$ cat config.mk
export PLATFORM = sky130hd
export DESIGN_NAME = csr_unit
export DESIGN_NICKNAME = d
export VERILOG_FILES = /design/src/verilog/csr_pkg.sv /design/src/verilog/trap_pkg.sv /design/src/verilog/csr_alu.sv /design/src/verilog/csr_file.sv /design/src/verilog/csr_unit.sv /design/src/verilog/trap_ctrl.sv
export VERILOG_INCLUDE_DIRS = /design/src /design/src/verilog
export SDC_FILE = /design/constraint.sdc
export NUM_CORES = 1
export LEC_CHECK = 0
export BUFFER_PORTS_ARGS = -buffer_cell sky130_fd_sc_hd__buf_2
export CAP_MARGIN = 10
export CORE_MARGIN = 2
export CORE_UTILIZATION = 53
export DETAILED_ROUTE_END_ITERATION = 16
export PLACE_DENSITY = 0.78
export SLEW_MARGIN = 0
export SYNTH_ARGS = -nofsm -noshare
export SYNTH_HDL_FRONTEND = slang
export SYNTH_HIERARCHICAL = 1
export SYNTH_SLANG_ARGS = --single-unit
export TNS_END_PERCENT = 30
$ cat constraint.sdc
create_clock -name clk -period 2.55 [get_ports clk]
set_clock_uncertainty 0.15 [all_clocks]
set_input_delay 0.1275 -clock clk [delete_from_list [all_inputs] [get_ports clk]]
set_output_delay 0.1275 -clock clk [all_outputs]
set_load 0.005 [all_outputs]
$ cat src/verilog/csr_consts.svh
`ifndef CSR_CONSTS_SVH
`define CSR_CONSTS_SVH

// ----------------------------------------------------------------------
// Machine-mode CSR addresses.
// ----------------------------------------------------------------------
`define CSR_MSTATUS      12'h300
`define CSR_MTVEC        12'h305
`define CSR_MEPC         12'h341
`define CSR_MCAUSE       12'h342

// Zicsr funct3 codes.
`define F3_CSRRW         3'd1
`define F3_CSRRS         3'd2
`define F3_CSRRC         3'd3
`define F3_CSRRWI        3'd5
`define F3_CSRRSI        3'd6
`define F3_CSRRCI        3'd7

`define MSTATUS_RESET    32'h0000_1800  // MPP = M-mode.
`define MCAUSE_RESET     32'h0000_000b
`define CAUSE_ECALL_M    32'd11

`define MSTATUS_MIE_BIT  3
`define MSTATUS_MPIE_BIT 7
`define MSTATUS_MPP_LSB  11             // Two bits wide.

`endif

$ cat src/verilog/csr_pkg.sv
package csr_pkg;

    // CSR data word and rs1 operand.
    typedef logic [31:0] csr_word_t;

    typedef logic [11:0] csr_addr_t;

    // Selects the Zicsr operation.
    typedef logic [2:0]  csr_funct3_t;

endpackage

$ cat src/verilog/trap_pkg.sv
package trap_pkg;

    // Program counter and trap target.
    typedef logic [31:0] pc_t;

    // Full mcause value.
    typedef logic [31:0] cause_t;

endpackage
$ cat src/verilog/csr_alu.sv
`timescale 1ns/1ns
`include "csr_consts.svh"

module csr_alu (
    input  logic                 csr_en,
    input  csr_pkg::csr_funct3_t csr_funct3,
    input  csr_pkg::csr_word_t   rs1_data,
    input  logic [4:0]           rs1_idx,
    input  csr_pkg::csr_word_t   old_data,
    output logic                 alu_we,
    output csr_pkg::csr_word_t   alu_wdata
);
    import csr_pkg::*;

    csr_word_t operand;
    logic      imm_form;
    logic      valid_op;
    logic      read_only;

    assign imm_form = csr_funct3[2];  // Immediate forms.
    assign operand  = imm_form ? {27'd0, rs1_idx} : rs1_data;

    // ----------------------------------------------------------------------
    // New value.
    // ----------------------------------------------------------------------
    always_comb begin
        case (csr_funct3)
            `F3_CSRRW, `F3_CSRRWI: alu_wdata = operand;
            `F3_CSRRS, `F3_CSRRSI: alu_wdata = old_data | operand;
            `F3_CSRRC, `F3_CSRRCI: alu_wdata = old_data & ~operand;
            default:               alu_wdata = old_data;
        endcase
    end

    // Codes 0 and 4 are not Zicsr.
    assign valid_op = (csr_funct3[1:0] != 2'b00);

    // Set or clear with x0 or zimm 0 reads only.
    assign read_only = csr_funct3[1] && (rs1_idx == 5'd0);

    assign alu_we = csr_en && valid_op && !read_only;

endmodule

$ cat src/verilog/csr_file.sv
`timescale 1ns/1ns
`include "csr_consts.svh"

module csr_file (
    input  logic               clk,
    input  logic               rst,
    input  logic               csr_en,
    input  csr_pkg::csr_addr_t csr_addr,
    input  logic               alu_we,
    input  csr_pkg::csr_word_t alu_wdata,
    input  logic               trap_we,
    input  csr_pkg::csr_word_t mstatus_next,
    input  logic               epc_we,
    input  trap_pkg::pc_t      epc,
    input  trap_pkg::cause_t   cause,
    input  logic               redirect_ecall,
    input  logic               redirect_mret,
    output csr_pkg::csr_word_t old_data,
    output csr_pkg::csr_word_t mstatus_q,
    output csr_pkg::csr_word_t rd_data,
    output logic               illegal,
    output logic               redirect,
    output trap_pkg::pc_t      redirect_pc
);
    import csr_pkg::*;
    import trap_pkg::*;

    csr_word_t mtvec_q;
    pc_t       mepc_q;
    cause_t    mcause_q;

    logic sel_mstatus;
    logic sel_mtvec;
    logic sel_mepc;
    logic sel_mcause;
    logic addr_hit;

    // ----------------------------------------------------------------------
    // Address decode.
    // ----------------------------------------------------------------------
    assign sel_mstatus = (csr_addr == `CSR_MSTATUS);
    assign sel_mtvec   = (csr_addr == `CSR_MTVEC);
    assign sel_mepc    = (csr_addr == `CSR_MEPC);
    assign sel_mcause  = (csr_addr == `CSR_MCAUSE);
    assign addr_hit    = sel_mstatus | sel_mtvec | sel_mepc | sel_mcause;

    // ----------------------------------------------------------------------
    // Registers.
    // ----------------------------------------------------------------------
    always_ff @(posedge clk) begin
        if (rst) begin
            mstatus_q <= `MSTATUS_RESET;
            mtvec_q   <= '0;
            mepc_q    <= '0;
            mcause_q  <= `MCAUSE_RESET;
        end else begin
            if (trap_we) begin
                mstatus_q <= mstatus_next;
            end else if (alu_we && sel_mstatus) begin
                mstatus_q <= alu_wdata;
            end
            if (alu_we && sel_mtvec) begin
                mtvec_q <= alu_wdata;
            end
            if (epc_we) begin
                mepc_q   <= epc;
                mcause_q <= cause;
            end else begin
                if (alu_we && sel_mepc) begin
                    mepc_q <= {alu_wdata[31:2], 2'b00};  // Low bits hardwired.
                end
                if (alu_we && sel_mcause) begin
                    mcause_q <= alu_wdata;
                end
            end
        end
    end

    // Unknown addresses read zero.
    always_comb begin
        old_data = '0;
        if (sel_mstatus) old_data = mstatus_q;
        if (sel_mtvec)   old_data = mtvec_q;
        if (sel_mepc)    old_data = mepc_q;
        if (sel_mcause)  old_data = mcause_q;
    end

    assign rd_data = csr_en ? old_data : '0;
    assign illegal = csr_en & ~addr_hit;

    assign redirect    = redirect_ecall | redirect_mret;
    assign redirect_pc = redirect_ecall ? {mtvec_q[31:2], 2'b00} :  // Direct mode only.
                         redirect_mret  ? mepc_q : '0;

endmodule

$ cat src/verilog/csr_unit.sv
`timescale 1ns/1ns

module csr_unit (
    input  logic                 clk,
    input  logic                 rst,
    input  logic                 csr_en,
    input  csr_pkg::csr_funct3_t csr_funct3,
    input  csr_pkg::csr_addr_t   csr_addr,
    input  csr_pkg::csr_word_t   rs1_data,
    input  logic [4:0]           rs1_idx,
    input  logic                 ecall,
    input  logic                 mret,
    input  trap_pkg::pc_t        pc,
    output csr_pkg::csr_word_t   rd_data,
    output logic                 illegal,
    output logic                 redirect,
    output trap_pkg::pc_t        redirect_pc
);
    import csr_pkg::*;
    import trap_pkg::*;

    // CSR instruction path.
    csr_word_t old_data;
    csr_word_t alu_wdata;
    logic      alu_we;

    // Trap path.
    csr_word_t mstatus_q;
    csr_word_t mstatus_next;
    logic      trap_we;
    logic      epc_we;
    pc_t       epc;
    cause_t    cause;
    logic      redirect_ecall;
    logic      redirect_mret;

    csr_alu alu_inst (
        .csr_en     (csr_en),
        .csr_funct3 (csr_funct3),
        .rs1_data   (rs1_data),
        .rs1_idx    (rs1_idx),
        .old_data   (old_data),
        .alu_we     (alu_we),
        .alu_wdata  (alu_wdata)
    );

    trap_ctrl trap_inst (
        .ecall          (ecall),
        .mret           (mret),
        .pc             (pc),
        .mstatus_q      (mstatus_q),
        .trap_we        (trap_we),
        .epc_we         (epc_we),
        .mstatus_next   (mstatus_next),
        .epc            (epc),
        .cause          (cause),
        .redirect_ecall (redirect_ecall),
        .redirect_mret  (redirect_mret)
    );

    csr_file file_inst (
        .clk            (clk),
        .rst            (rst),
        .csr_en         (csr_en),
        .csr_addr       (csr_addr),
        .alu_we         (alu_we),
        .alu_wdata      (alu_wdata),
        .trap_we        (trap_we),
        .mstatus_next   (mstatus_next),
        .epc_we         (epc_we),
        .epc            (epc),
        .cause          (cause),
        .redirect_ecall (redirect_ecall),
        .redirect_mret  (redirect_mret),
        .old_data       (old_data),
        .mstatus_q      (mstatus_q),
        .rd_data        (rd_data),
        .illegal        (illegal),
        .redirect       (redirect),
        .redirect_pc    (redirect_pc)
    );

endmodule

$ cat src/verilog/trap_ctrl.sv
`timescale 1ns/1ns
`include "csr_consts.svh"

module trap_ctrl (
    input  logic               ecall,
    input  logic               mret,
    input  trap_pkg::pc_t      pc,
    input  csr_pkg::csr_word_t mstatus_q,
    output logic               trap_we,
    output logic               epc_we,
    output csr_pkg::csr_word_t mstatus_next,
    output trap_pkg::pc_t      epc,
    output trap_pkg::cause_t   cause,
    output logic               redirect_ecall,
    output logic               redirect_mret
);
    import csr_pkg::*;
    import trap_pkg::*;

    csr_word_t mstatus_ecall;
    csr_word_t mstatus_mret;

    // Trap entry stacks MIE into MPIE.
    always_comb begin
        mstatus_ecall                             = mstatus_q;
        mstatus_ecall[`MSTATUS_MPIE_BIT]          = mstatus_q[`MSTATUS_MIE_BIT];
        mstatus_ecall[`MSTATUS_MIE_BIT]           = 1'b0;
        mstatus_ecall[`MSTATUS_MPP_LSB +: 2]      = 2'b11;
    end

    // Return pops MPIE back.
    always_comb begin
        mstatus_mret                              = mstatus_q;
        mstatus_mret[`MSTATUS_MIE_BIT]            = mstatus_q[`MSTATUS_MPIE_BIT];
        mstatus_mret[`MSTATUS_MPIE_BIT]           = 1'b1;
        mstatus_mret[`MSTATUS_MPP_LSB +: 2]       = 2'b00;
    end

    assign mstatus_next = ecall ? mstatus_ecall : mstatus_mret;
    assign trap_we      = ecall | mret;

    assign epc_we = ecall;
    assign epc    = {pc[31:2], 2'b00};        // IALIGN is 32.
    assign cause  = cause_t'(`CAUSE_ECALL_M);

    assign redirect_ecall = ecall;
    assign redirect_mret  = mret & ~ecall;

endmodule

* After elaboration in Yosys (flattened, before gate mapping)
Cells that the tools add are included.
Storage, ports and cells: bits in registers 126, input bits 89, word-level logic and storage cells 59
Operators by class: equal/unequal tests 10, muxes and demuxes 14, bitwise operators 13, reduce and logical (&&, ||, !) cells 17
Operator list (count):
- 32-bit two-way mux | 12
- 32-bit case mux with 3 select lines | 1
- 12-bit by 10-bit == test with 1-bit output, second input constant | 4
- 32-bit bitwise AND | 1
- 32-bit inverter | 1
- 32-bit OR | 1
- 13-bit two-way mux | 1
- 3-bit == test, second input constant | 3
- 2-bit OR reduction | 4
- 1-bit logical AND | 7
- 3-bit by 2-bit == test with 1-bit output, second input constant | 2
- 2-bit nonzero test | 3
- 5-bit zero test | 1
- 1-bit OR | 5
- 3-bit by 1-bit == test with 1-bit output, second input constant | 1
- 1-bit inverter | 3
- 1-bit bitwise AND | 2
- 2-bit AND reduction | 1
- 1-bit zero test | 1

* Depth between registers and ports, before layout
word-level depth 9, depth in mapped cells 12, depth with buffers taken out 8

* Hierarchy
The synthesis kept the hierarchy.
Modules (own cells, without submodules):
- csr_file | instances 1, cells an instance 1071, area an instance 8500.7 um^2, seq. area each 2562.5 um^2
- csr_alu | instances 1, cells an instance 146, area an instance 943.4 um^2, seq. area each 0.0 um^2
- trap_ctrl | instances 1, cells an instance 102, area an instance 753.2 um^2, seq. area each 0.0 um^2

* Worst setup path before layout
No wires, ideal clock.
path kind input to register, start input csr_funct3[0], end register file_inst.mstatus_q[10], setup time 0.157 ns, arrival 2.263 ns, required time 2.243 ns, slack -0.021 ns, cell stages on the path 11, path buffers 5, path through or2_2 clkbuf_1 buf_2 o311a_1 or4b_1 clkbuf_1 or4_4 buf_6 buf_6 nor3_2 a2111oi_2
On the way: longest elaborated chain between the ends 5, elaborated cells between the ends (all ways) 17
Ends and longest elaborated chain:
- start: declaration | RTL line csr_unit.sv:7 | input csr_pkg::csr_funct3_t csr_funct3,
- 2-bit nonzero test | RTL line csr_alu.sv:36 | assign valid_op = (csr_funct3[1:0] != 2'b00);
- 1-bit logical AND (2 in series) | RTL line csr_alu.sv:41 | assign alu_we = csr_en && valid_op && !read_only;
- named net alu_we | RTL line csr_unit.sv:25 | logic alu_we;
- 1-bit logical AND | RTL line csr_file.sv:59 | end else if (alu_we && sel_mstatus) begin
- 2-bit AND reduction (no source line)
- end signal: assignment | RTL line csr_file.sv:52 | mstatus_q <= `MSTATUS_RESET;
- end signal: assignment | RTL line csr_file.sv:58 | mstatus_q <= mstatus_next;
- end signal: assignment | RTL line csr_file.sv:60 | mstatus_q <= alu_wdata;
- end: declaration | RTL line csr_file.sv:19 | output csr_pkg::csr_word_t mstatus_q,
The timed path passes the listed nets, and every way through them passes these cells. The select of a mux whose other input is x is not followed. A chain may end at the register's enable or synchronous reset.

* Final worst setup path
start input csr_addr[2], end register file_inst.mstatus_q[29]
On the way: longest elaborated chain between the ends 9, elaborated cells between the ends (all ways) 15
Ends and longest elaborated chain:
- start: declaration | RTL line csr_unit.sv:8 | input csr_pkg::csr_addr_t csr_addr,
- 12-bit by 10-bit == test with 1-bit output (no source line)
- 32-bit two-way mux | RTL line csr_file.sv:82 | if (sel_mstatus) old_data = mstatus_q;
- 32-bit two-way mux | RTL line csr_file.sv:83 | if (sel_mtvec) old_data = mtvec_q;
- 32-bit two-way mux | RTL line csr_file.sv:84 | if (sel_mepc) old_data = mepc_q;
- 32-bit two-way mux (*) | RTL line csr_file.sv:85 | if (sel_mcause) old_data = mcause_q;
- named net old_data[29] | RTL line csr_unit.sv:23 | csr_word_t old_data;
- 32-bit bitwise AND / 32-bit OR (equally long branches) | RTL line csr_alu.sv:30, csr_alu.sv:29
- 32-bit case mux with 3 select lines (*) | RTL line csr_alu.sv:27 | case (csr_funct3)
- named net alu_wdata[29] | RTL line csr_unit.sv:24 | csr_word_t alu_wdata;
- 32-bit two-way mux (*) | RTL line csr_file.sv:59
- 32-bit two-way mux (*) | RTL line csr_file.sv:57 | if (trap_we) begin
The timed path passes the listed nets; every way through them passes the cells marked *. The select of a mux whose other input is x is not followed.

==> metrics <==
Inserted Clock Buffers=17; DRC=0; Finish-stage setup viols=0; Antenna Nets Post-Route=0; ys flop type=dfxtp_1; layout cells sized above 1=0.268; CP Max Fanout=18; DRT iter0 DRCs=1076; Sink Count=128; htree depth=4; crit-path leading delay family=simple AND/OR/NAND/NOR gates; count leader, synth=dfxtp_1; largest net degree at the start of global routing=just over 70; dpl cells=1627; delay of the slowest cell on the worst path=0.71 ns; Ys Warns=6; asr flop ratio synth=0; internal power=4.09 mW; relative slew slack=0.625; post-synth cell types=48; sw power=1.57 mW; CTS tree=yes; wire per inst=19.7 µm; RSZ-0062 raised after global routing=false; leading area contributor after synthesis=dfxtp_1; final core occ=0.643; placer congestion estimate=0.893; Critical Path Sink Type=flip-flop; Place WS=-0.214 ns; final cell count without fillers=1691; vias=10600; worst vdd ir=approximately 0.00043 V; Slew Viols, Final=0; slowest cell on the critical path=or4_4; synth-to-layout area growth=18.4%; vias in the first global route=roughly 10000; crit-path cells=buf_2 -> or4_4 -> buf_12 -> nor3b_1 -> o32ai_1 -> nor2_1 -> a21oi_1 -> a21oi_1 -> nor3_2 -> a2111oi_2; combinational group share of total power=0.185; final wirelength=33300 µm; clk slew on worst S/H paths=0.05 ns; power density over cell area=469 mW/mm²; hold slack=roughly 0.26 ns; Hold Violations, Final=0; IO Port Bufs=152; Achievable Freq=423 MHz; crit path DAT=about 2.5 ns; final worst slack=0.187 ns; sw frac=0.277; Post-synth EDFFs=0; minimum clock period=2.36 ns; die height=roughly 140 µm; via/cell ratio=6.25; Hold Path Class=input port to flip-flop; first-pass GRT wire length=51600 µm; register area share after synthesis=0.251; Synth Cell Area=0.0102 mm²; initial antenna violation count=0; cell leakage power=4.42 nW; largest cells by area after synthesis=dfxtp_1 25%, buf_4 7.7%, a2111oi_2 5.3%, nor3_1 5.3%, nor3b_1 4.9%; critical path's most frequent cell=a21oi_1; status=finished clean; worst slew pin tran=roughly 0.56 ns; post-DP HPWL=21600 µm; Die ar.=0.0204 mm²; WS Path Type=input port to flip-flop; Final Power=5.66 mW; root buffer cell=clkbuf_16; drt pass-1 iters=6; Req. time, crit path=about 2.7 ns; #FFs+latches synth=128; commonest cells in the netlist=128 x dfxtp_1, 109 x nor2_1, 108 x nor3_1, 104 x buf_4; Final #Nets=1534; part of the power in registers=0.384; top cell type's share of synthesized area=0.251; Die W=between 100 and 150 µm; Mapped Cells=1319; Setup crit start kind=input port; later-pin clock latency in the skew report=roughly 0.43 ns; ANT cells=0; clock network power share=0.431; r2r setup slk=0.49 ns; IO Count=155; Row Count=50; Overall Global Routing Usage=0.321; Max-Cap Viols=0; Tcrit/Tclk final=0.927; Buf/Inv on CP=2; initial core utilization=0.543; aggregate global routing overflow=0; syn_area_per_cell=roughly 7.7 µm²; core area=0.0188 mm²; Longest Clk Path Bufs=2
-- worst min-delay path: stages --
cell     delay, ns
buf_2         0.07
and2b_1       0.14
xnor2_1       0.12
a21oi_1       0.14
mux2i_1       0.14
nor2_1        0.05
-- timing repair --
action                                  CTS  global route
hold buffers                             33             0
hold endpoints to repair                 42             0
endpoints found under the setup margin    0             0
gates resized for setup                   0             0
buffers inserted                          0             0
-- layout by cell type (no fill, tap or decap), drive strengths merged, types with 27 or more instances in the layout --
| cell type | Yosys | routed |
|---|---|---|
| o22a | 32 | 32 |
| dfxtp | 128 | 128 |
| a221o | 30 | 30 |
| o32ai | 33 | 33 |
| nor3 | 137 | 137 |
| and2 | 30 | 30 |
| nor3b | 66 | 66 |
| nor2 | 109 | 109 |
| buf | 140 | 277 |
| nand2 | 70 | 70 |
| mux2i | 40 | 40 |
| a21oi | 95 | 95 |
| nand3b | 32 | 32 |
| dlygate4sd3 | 0 | 33 |
| o21ai | 30 | 30 |
| a2111oi | 51 | 51 |
| xnor2 | 27 | 27 |
| conb | 2 | 34 |
| inv | 84 | 84 |
-- registers in the layout, summed over array words and instances (netlist names) --
name and flops:
file_inst/mstatus_q 32, file_inst/mcause_q 32, file_inst/mepc_q 32, file_inst/mtvec_q 32
-- power groups by stage --
stage | combinational, mW | sequential (mW) | clock, mW
2_1_floorplan | 0.750 | 2.19 | 0
3_3_place_gp | 0.952 | 2.20 | 0
3_5_place_dp | 0.976 | 2.21 | 0
4_1_cts | 1.02 | 2.17 | 2.45
5_1_grt | 1.12 | 2.18 | 2.54
6_report | 1.05 | 2.17 | 2.44
-- final timing paths --
kind                             end                     from  cells past startpoint
max          file_inst/mstatus_q[29]              csr_addr[2]                     10
max reg2reg   file_inst/mcause_q[30]   file_inst/mcause_q[30]                      8
min            file_inst/mtvec_q[11]             rs1_data[11]                      6
min reg2reg  file_inst/mstatus_q[27]  file_inst/mstatus_q[27]                      2
-- layer usage --
layer	share of wire	vias to the layer above	global-route usage
li1	-	4801	-
met1	0.41	4991	0.397
met2	0.46	645	0.518
met3	0.091	135	0.0667
met4	0.044	0	0.182
met5	0	-	0
-- final cells by class --
cell class              count  area (µm²)
flip-flops and latches    128        2560
repair buffers            310        2230
inverters                  84         315
clock buffers              25         495
fillers                  1590        6700
multi-input cells         904        6090
clock inverters             6        80.1
well taps                 234         293
-- metrics by stage --
stage                     setup TNS (ns)  cell area, µm²
after floorplan                        0           10300
after global placement             -1.58           11200
after detailed placement           -4.29           11200
after CTS                              0           12100
after global routing                   0           12100
final                                  0           12100
-- cells by family after synthesis --
| logic type | synth area share |
|---|---|
| and+or+nand+nor | 0.292 |
| buffers and inverters | 0.164 |
| AOI/OAI and AO/OA | 0.224 |
| DFF | 0.251 |
| muxes | 0.0448 |
| xor gates and xnor gates | 0.0232 |
| other | 0.000736 |
Note: power is estimated with default switching activity, not from simulation.
